`src/hw/trellisPkg.sv`:
```
/* widths, tap positions, limiter bounds, monitor source codes and the
   packed structs shared by the trellis monitor blocks */

package trellisPkg;

  // ------------------------------------------------------------
  // data widths
  // ------------------------------------------------------------
  // carrier loop I/Q and DAC word
  localparam int sampleWidth = 18;
  // phase error straight from the decoder
  localparam int rawErrWidth = 10;
  // limited phase error
  localparam int errWidth    = 8;
  localparam int indexWidth  = 5;
  localparam int freqWidth   = 8;

  // ------------------------------------------------------------
  // symbol marker taps
  // ------------------------------------------------------------
  localparam int rotTap      = 4;
  localparam int trellTap    = 10;
  localparam int markerDepth = 16;

  // limiter bounds, symmetric around zero
  localparam logic signed [errWidth-1:0] errPosLimit = 8'sd127;
  localparam logic signed [errWidth-1:0] errNegLimit = -8'sd127;

  // monitor source codes, unlisted codes fall back to phase error
  typedef enum logic [3:0] {
    srcTrellisI = 4'd0,
    srcTrellisQ = 4'd1,
    srcPhaseErr = 4'd2,
    srcIndex    = 4'd3,
    srcFreq     = 4'd4
  } dacSrcT;

  typedef struct packed {
    logic [sampleWidth-1:0] i;
    logic [sampleWidth-1:0] q;
  } iqSampleT;

  // everything a monitor channel can pick from
  typedef struct packed {
    iqSampleT              iq;
    logic [errWidth-1:0]   phErr;
    logic [indexWidth-1:0] index;
    logic [freqWidth-1:0]  freq;
  } monitorSrcT;

  // strobes that mark valid samples of each source
  typedef struct packed {
    logic sample2x;
    logic phase;
    logic trellis;
  } monitorSyncT;

  typedef struct packed {
    logic                   sync;
    logic [sampleWidth-1:0] data;
  } dacChanT;

endpackage

```
`src/hw/dacMonitorMux.sv`:
```
/* one registered DAC monitor channel, picks a source word and
   its sync strobe, data left-aligned in the DAC word */

`timescale 1ns/1ps

module dacMonitorMux (
  input  logic                    clk,
  input  logic                    rstN,
  input  trellisPkg::dacSrcT      select,
  input  trellisPkg::monitorSrcT  src,
  input  trellisPkg::monitorSyncT sync,
  output trellisPkg::dacChanT     chan
);

  import trellisPkg::*;

  // zero fill below the narrow sources
  localparam int errPad   = sampleWidth - errWidth;
  localparam int freqPad  = sampleWidth - freqWidth;
  // index sits one bit below the DAC msb
  localparam int indexPad = sampleWidth - indexWidth - 1;

  dacChanT nextChan;

  // ------------------------------------------------------------
  // source select
  // ------------------------------------------------------------
  always_comb begin
    case (select)
      srcTrellisI: begin
        nextChan.data = src.iq.i;
        nextChan.sync = sync.sample2x;
      end
      srcTrellisQ: begin
        nextChan.data = src.iq.q;
        nextChan.sync = sync.sample2x;
      end
      srcIndex: begin
        // keep msb clear so the index reads positive on the scope
        nextChan.data = {1'b0, src.index, {indexPad{1'b0}}};
        nextChan.sync = sync.trellis;
      end
      srcFreq: begin
        nextChan.data = {src.freq, {freqPad{1'b0}}};
        nextChan.sync = sync.sample2x;
      end
      // srcPhaseErr and every unused code
      default: begin
        nextChan.data = {src.phErr, {errPad{1'b0}}};
        nextChan.sync = sync.phase;
      end
    endcase
  end

  // ------------------------------------------------------------
  // output register, one cycle behind the inputs
  // ------------------------------------------------------------
  always_ff @(posedge clk or negedge rstN) begin
    if (!rstN) begin
      chan <= '0;
    end else begin
      chan <= nextChan;
    end
  end

endmodule

```
`src/hw/phaseErrLimiter.sv`:
```
/* two-stage saturating limiter, 10-bit signed phase error
   down to 8 bits, advanced only on the phase strobe */

`timescale 1ns/1ps

module phaseErrLimiter (
  input  logic                              clk,
  input  logic                              rstN,
  input  logic                              phaseStrobe,
  input  logic [trellisPkg::rawErrWidth-1:0] rawPhaseErr,
  output logic [trellisPkg::errWidth-1:0]    phErr
);

  import trellisPkg::*;

  // stage one holds the low bits and the overflow flags
  logic [errWidth-1:0] dataBits;
  logic                satPos;
  logic                satNeg;
  logic                sign;
  logic [1:0]          guardBits;

  assign sign      = rawPhaseErr[rawErrWidth-1];
  // bits above the 8-bit range plus its sign bit
  assign guardBits = rawPhaseErr[errWidth:errWidth-1];

  // ------------------------------------------------------------
  // two samples in flight, each strobe moves both stages
  // ------------------------------------------------------------
  always_ff @(posedge clk or negedge rstN) begin
    if (!rstN) begin
      dataBits <= '0;
      satPos   <= 1'b0;
      satNeg   <= 1'b0;
      phErr    <= '0;
    end else if (phaseStrobe) begin
      // stage one, capture current sample
      dataBits <= rawPhaseErr[errWidth-1:0];
      // positive and guard bits not all zero, too big
      satPos   <= !sign && (guardBits != 2'b00);
      // negative and guard bits not all one, below -128
      satNeg   <= sign && (guardBits != 2'b11);
      // stage two, limit the previous sample
      if (satPos) begin
        phErr <= errPosLimit;
      end else if (satNeg) begin
        phErr <= errNegLimit;
      end else begin
        phErr <= dataBits;
      end
    end
  end

endmodule

```
`src/hw/strobeTiming.sv`:
```
/* symbol marker delay line with rotator and trellis taps,
   and the two-cycle output strobe built from the decoder strobe */

`timescale 1ns/1ps

module strobeTiming (
  input  logic clk,
  input  logic rstN,
  input  logic symEn,
  input  logic sym2xEn,
  input  logic decoderSymEn,
  output logic rotEna,
  output logic trellEna,
  output logic sym2xEnOut
);

  import trellisPkg::*;

  // ------------------------------------------------------------
  // symbol marker delay line
  // ------------------------------------------------------------
  // marker is the 2x strobe on the off phase of the 1x strobe
  logic                   marker;
  logic [markerDepth-1:0] markerShift;
  // decoder strobe delayed one cycle
  logic                   decoderSymDly;

  assign marker = sym2xEn && !symEn;

  // bit 0 holds the marker one cycle after it was seen
  always_ff @(posedge clk or negedge rstN) begin
    if (!rstN) begin
      markerShift <= '0;
    end else begin
      markerShift <= {markerShift[markerDepth-2:0], marker};
    end
  end

  // tap n fires n+1 cycles after the marker cycle
  assign rotEna   = markerShift[rotTap];
  assign trellEna = markerShift[trellTap];

  // ------------------------------------------------------------
  // doubled output strobe
  // ------------------------------------------------------------
  // line decoder downstream wants a 2x enable
  // stretch each decoder pulse over the next two cycles
  // pulses are at least 3 cycles apart so they never merge
  always_ff @(posedge clk or negedge rstN) begin
    if (!rstN) begin
      decoderSymDly <= 1'b0;
      sym2xEnOut    <= 1'b0;
    end else begin
      decoderSymDly <= decoderSymEn;
      sym2xEnOut    <= decoderSymDly | decoderSymEn;
    end
  end

endmodule

```
`src/hw/trellisMonitor.sv`:
```
/* trellis monitor top, strobe timing, phase error limiter
   and three DAC monitor channels */

`timescale 1ns/1ps

module trellisMonitor (
  input  logic                              clk,
  input  logic                              rstN,
  // symbol timing strobes
  input  logic                              symEn,
  input  logic                              sym2xEn,
  // carrier loop sample and frequency word
  input  trellisPkg::iqSampleT              loopIq,
  input  logic [trellisPkg::freqWidth-1:0]   freq,
  // decoder side
  input  logic [trellisPkg::rawErrWidth-1:0] rawPhaseErr,
  input  logic                              phaseStrobe,
  input  logic [trellisPkg::indexWidth-1:0]  index,
  input  logic                              decoderSymEn,
  // monitor channel selects
  input  trellisPkg::dacSrcT                dacSelect [3],
  // strobes to rotator and decoder
  output logic                              rotEna,
  output logic                              trellEna,
  output logic                              sym2xEnOut,
  output logic [trellisPkg::errWidth-1:0]    phErr,
  output trellisPkg::dacChanT               dac [3]
);

  import trellisPkg::*;

  monitorSrcT  monSrc;
  monitorSyncT monSync;

  // ------------------------------------------------------------
  // decode, symbol strobe taps
  // ------------------------------------------------------------
  strobeTiming strobeTiming_inst (
    .clk          (clk),
    .rstN         (rstN),
    .symEn        (symEn),
    .sym2xEn      (sym2xEn),
    .decoderSymEn (decoderSymEn),
    .rotEna       (rotEna),
    .trellEna     (trellEna),
    .sym2xEnOut   (sym2xEnOut)
  );

  // ------------------------------------------------------------
  // execute, phase error limit
  // ------------------------------------------------------------
  phaseErrLimiter phaseErrLimiter_inst (
    .clk         (clk),
    .rstN        (rstN),
    .phaseStrobe (phaseStrobe),
    .rawPhaseErr (rawPhaseErr),
    .phErr       (phErr)
  );

  // ------------------------------------------------------------
  // result, monitor channels
  // ------------------------------------------------------------
  // same source table for every channel
  assign monSrc.iq    = loopIq;
  assign monSrc.phErr = phErr;
  assign monSrc.index = index;
  assign monSrc.freq  = freq;

  // trellis sync follows the strobe sent to the decoder
  assign monSync.sample2x = sym2xEn;
  assign monSync.phase    = phaseStrobe;
  assign monSync.trellis  = trellEna;

  for (genvar ch = 0; ch < 3; ch++) begin : gDac
    dacMonitorMux dacMonitorMux_inst (
      .clk    (clk),
      .rstN   (rstN),
      .select (dacSelect[ch]),
      .src    (monSrc),
      .sync   (monSync),
      .chan   (dac[ch])
    );
  end

endmodule

```
`config.mk`:
```
export PLATFORM = sky130hd
export DESIGN_NAME = trellisMonitor
export DESIGN_NICKNAME = d
export VERILOG_FILES = /design/src/hw/trellisPkg.sv /design/src/hw/dacMonitorMux.sv /design/src/hw/phaseErrLimiter.sv /design/src/hw/strobeTiming.sv /design/src/hw/trellisMonitor.sv
export SDC_FILE = /design/constraint.sdc
export NUM_CORES = 1
export LEC_CHECK = 0
export BUFFER_PORTS_ARGS = -buffer_cell sky130_fd_sc_hd__clkbuf_2
export CAP_MARGIN = 20
export CORE_MARGIN = 2
export CORE_UTILIZATION = 51
export CTS_CLUSTER_DIAMETER = 60
export DETAILED_ROUTE_END_ITERATION = 10
export PLACE_DENSITY_LB_ADDON = 0.05
export SLEW_MARGIN = 15
export SYNTH_ARGS = -nofsm -noshare
export SYNTH_HDL_FRONTEND = slang
export SYNTH_HIERARCHICAL = 1
export SYNTH_SLANG_ARGS = --single-unit
```
`constraint.sdc`:
```
create_clock -name clk -period 1.1 [get_ports clk]
set_input_delay 0.11 -clock clk [delete_from_list [all_inputs] [get_ports clk]]
set_output_delay 0.11 -clock clk [all_outputs]
set_load 0.005 [all_outputs]
```
==> flow_summary.json <==
{
  "area_growth_pct": 35.7,
  "clock_skew_ns": 0.00817,
  "dpl.hpwl_mm": 8.73,
  "grt_usage_pct": 26.8,
  "diodes": 0,
  "p_leak_nw": 2.82,
  "critPathMaxFanout": 5,
  "min_path_type": "in -> reg",
  "port_buffers": 144,
  "dieArea_mm2": 0.00917,
  "power_density_mw_per_mm2": 1260,
  "setup_violations": 0,
  "ys_ff_latch": 88,
  "rsz0062_at_grt": "false",
  "regToRegStartpoint": "phaseErrLimiter_inst/satNeg",
  "drtIter0Drc": 222,
  "peakVddDrop_mv": 0.791,
  "routed_wl_mm": 11.8,
  "root_buffer": "clkbuf_8",
  "yosysSeqAreaShare_pct": 51.3,
  "antenna_found_initial": 0,
  "finalPower_mw": 7.37,
  "max_stage_delay_ns": 0.47,
  "wl_per_cell_um": 17.5,
  "cts_tree": "done",
  "first_global_vias": 3653,
  "fin_cells": 672,
  "postCtsSetupRepairBufs": 0,
  "ant_nets": 0,
  "syn_area_mm2": 0.00429,
  "multiInputGateArea_mm2": 0.00183,
  "yosys_warnings": 6,
  "core-area_mm2": 0.00818,
  "yosysUniqueCellTypes": 31,
  "cp-startpoint": "phaseErrLimiter_inst/phErr[4]",
  "pin_count": 145,
  "finalWeightedCongestion": 0.926,
  "tightest_slew_ns": 0.463,
  "crit_path_end_kind": "output port",
  "clk_pin_slew_ns": 0.10,
  "layout_setup_ws_ns": 0.0319,
  "path_delay_family": "flip-flops",
  "ys_top_cells_by_count": "88 x dfrtp_1, 31 x a22o_1, 27 x nand2_1",
  "critPathArrivalTime_ns": 0.96,
  "start_util_pct": 52.5,
  "path_cells": "clkbuf_2",
  "dpl-instance-area_mm2": 0.00534,
  "stdcell_area_mm2": 0.00583,
  "avgSynthCellArea_um2": 12.1,
  "grt_pass1_wl_mm": 18.4,
  "post-route-period-util_pct": 97.1,
  "synth_nets": 433,
  "crit_type": "reg -> out",
  "whs_path_depth": 2,
  "slowest_stage": "dfrtp_2",
  "ys_async_sr_fraction_pct": 100,
  "synth_edf_count": 0,
  "synth.top_cell.area_share_pct": 51.3,
  "clkLatencyLatePin_ns": 0.36,
  "dpl_worst_slack_ns": -0.135,
  "firstDrtPassIters": 4,
  "status": "completed",
  "grt-ovfl-total": 0,
  "n_fill_cell": 606,
  "cts_made_buffers": 9,
  "cts_buffer_depth": 2,
  "netlist_instances": 356,
  "cp.depth": 1,
  "clock.fmax_mhz": 936,
  "cp.required_ns": 0.99,
  "die_w_um": 95.8,
  "drc": 0,
  "max-slew-margin-rel_pct": 69.1,
  "synth_area_leaders": "dfrtp_1 51%, a22o_1 6.3%, mux2_2 6.3%",
  "hp-start": "loopIq[22]",
  "dieHeight_um": 95.8,
  "seqCellArea_mm2": 0.00221,
  "placed_cells": 628,
  "min_period_ns": 1.07,
  "route.vias.total": 3766,
  "synth_largest_area_cell": "dfrtp_1",
  "synthMostInstantiatedCell": "dfrtp_1",
  "startpoint_type": "flip-flop",
  "cap_viol_max_count": 0,
  "cts_sinks": 88,
  "num_rows": 33,
  "path_buf_inv": 1,
  "fin_nets": 639,
  "grt_max_degree": 52,
  "h-tree-depth": 3,
  "slew_viol_final": 0,
  "hold_viol": 0,
  "reg2reg_depth": 2,
  "utilization_pct": 71.3,
  "synth_ff_type": "dfrtp_1",
  "final_layout_size_suffix_gt1_share_pct": 48.3,
  "vias_per_cell": 5.60
}
## cells by family after synthesis
| family | Yosys count | synth area share (%) |
|---|---|---|
| buffers and inverters | 28 | 6.18 |
| multiplexers | 24 | 6.29 |
| flip-flops | 88 | 51.3 |
| AO/OA/AOI/OAI | 112 | 19.6 |
| AND/OR/NAND/NOR | 104 | 16.7 |
## power breakdown
part           switching, mW  total [mW]  internal [mW]
logic                  0.712        1.50          0.787
registers              0.168        3.69           3.52
clock network           1.29        2.18          0.894
## layer usage
layer / routed length (µm) / vias up / GRT usage [%]
met5: 0 / - / 0
met4: 274 / 0 / 11.2
met3: 883 / 25 / 5.01
met2: 5490 / 192 / 41.7
met1: 5110 / 1812 / 36.9
li1: - / 1737 / -
## layout make-up
type,instances,share of cell area (%)
Clock inverter,7,1.29
Tap cell,105,2.25
Inverter,4,0.258
Clock buffer,9,2.13
Multi-Input combinational cell,240,31.3
Timing Repair Buffer,219,24.8
Sequential cell,88,38.0
## what timing repair did
action / CTS / global route
gates resized for setup: 6 / 2
hold buffers: 28 / 0
hold endpoints to repair: 123 / 0
setup endpoints to repair: 6 / 2
gates cloned: 0 / 0
## sequential cells by signal (all words and copies together) (netlist names)
name	count
strobeTiming_inst/sym2xEnOut	1
gDac.dacMonitorMux_inst/chan	57
phaseErrLimiter_inst/satPos	1
strobeTiming_inst/markerShift	11
phaseErrLimiter_inst/dataBits	8
phaseErrLimiter_inst/satNeg	1
phaseErrLimiter_inst/phErr	8
strobeTiming_inst/decoderSymDly	1
## through the flow
| step | hold WS [ns] | setup TNS, ns |
|---|---|---|
| after floorplan | -0.186 | 0 |
| after global placement | -0.0474 | -2.67 |
| after detailed placement | -0.0447 | -4.04 |
| after CTS | 0.0000206 | 0 |
| after global routing | 0.00876 | 0 |
| final | 0.0218 | 0 |
## placed cells by master, fill, tap and decap left out, types with 8 or more instances in the layout
cell type      count
buf_4             41
nor2b_1            8
a31oi_1           12
nand2_1           27
a221oi_1          12
clkbuf_8           9
o21ai_1            9
clkbuf_2         143
a22o_1            31
mux2_2            24
dlygate4sd3_1     28
a21oi_1           19
nand2b_1          22
nor2_1            11
and3b_2           18
a2bb2oi_1         12
dfrtp_2            8
dfrtp_1           80
## path summary, 6_finish.rpt
path | to | slack, ns
hold reg to reg | strobeTiming_inst/markerShift[2] | 0.35
setup reg to reg | phaseErrLimiter_inst/phErr[7] | 0.13
max in group asynchronous | phaseErrLimiter_inst/phErr[5] | 0.47
setup / recovery | phErr[4] | 0.03
hold / removal | gDac[2].dacMonitorMux_inst/chan[4] | 0.02
min in group asynchronous | gDac[1].dacMonitorMux_inst/chan[3] | 0.12
Note: power is estimated with default switching activity, not from simulation.
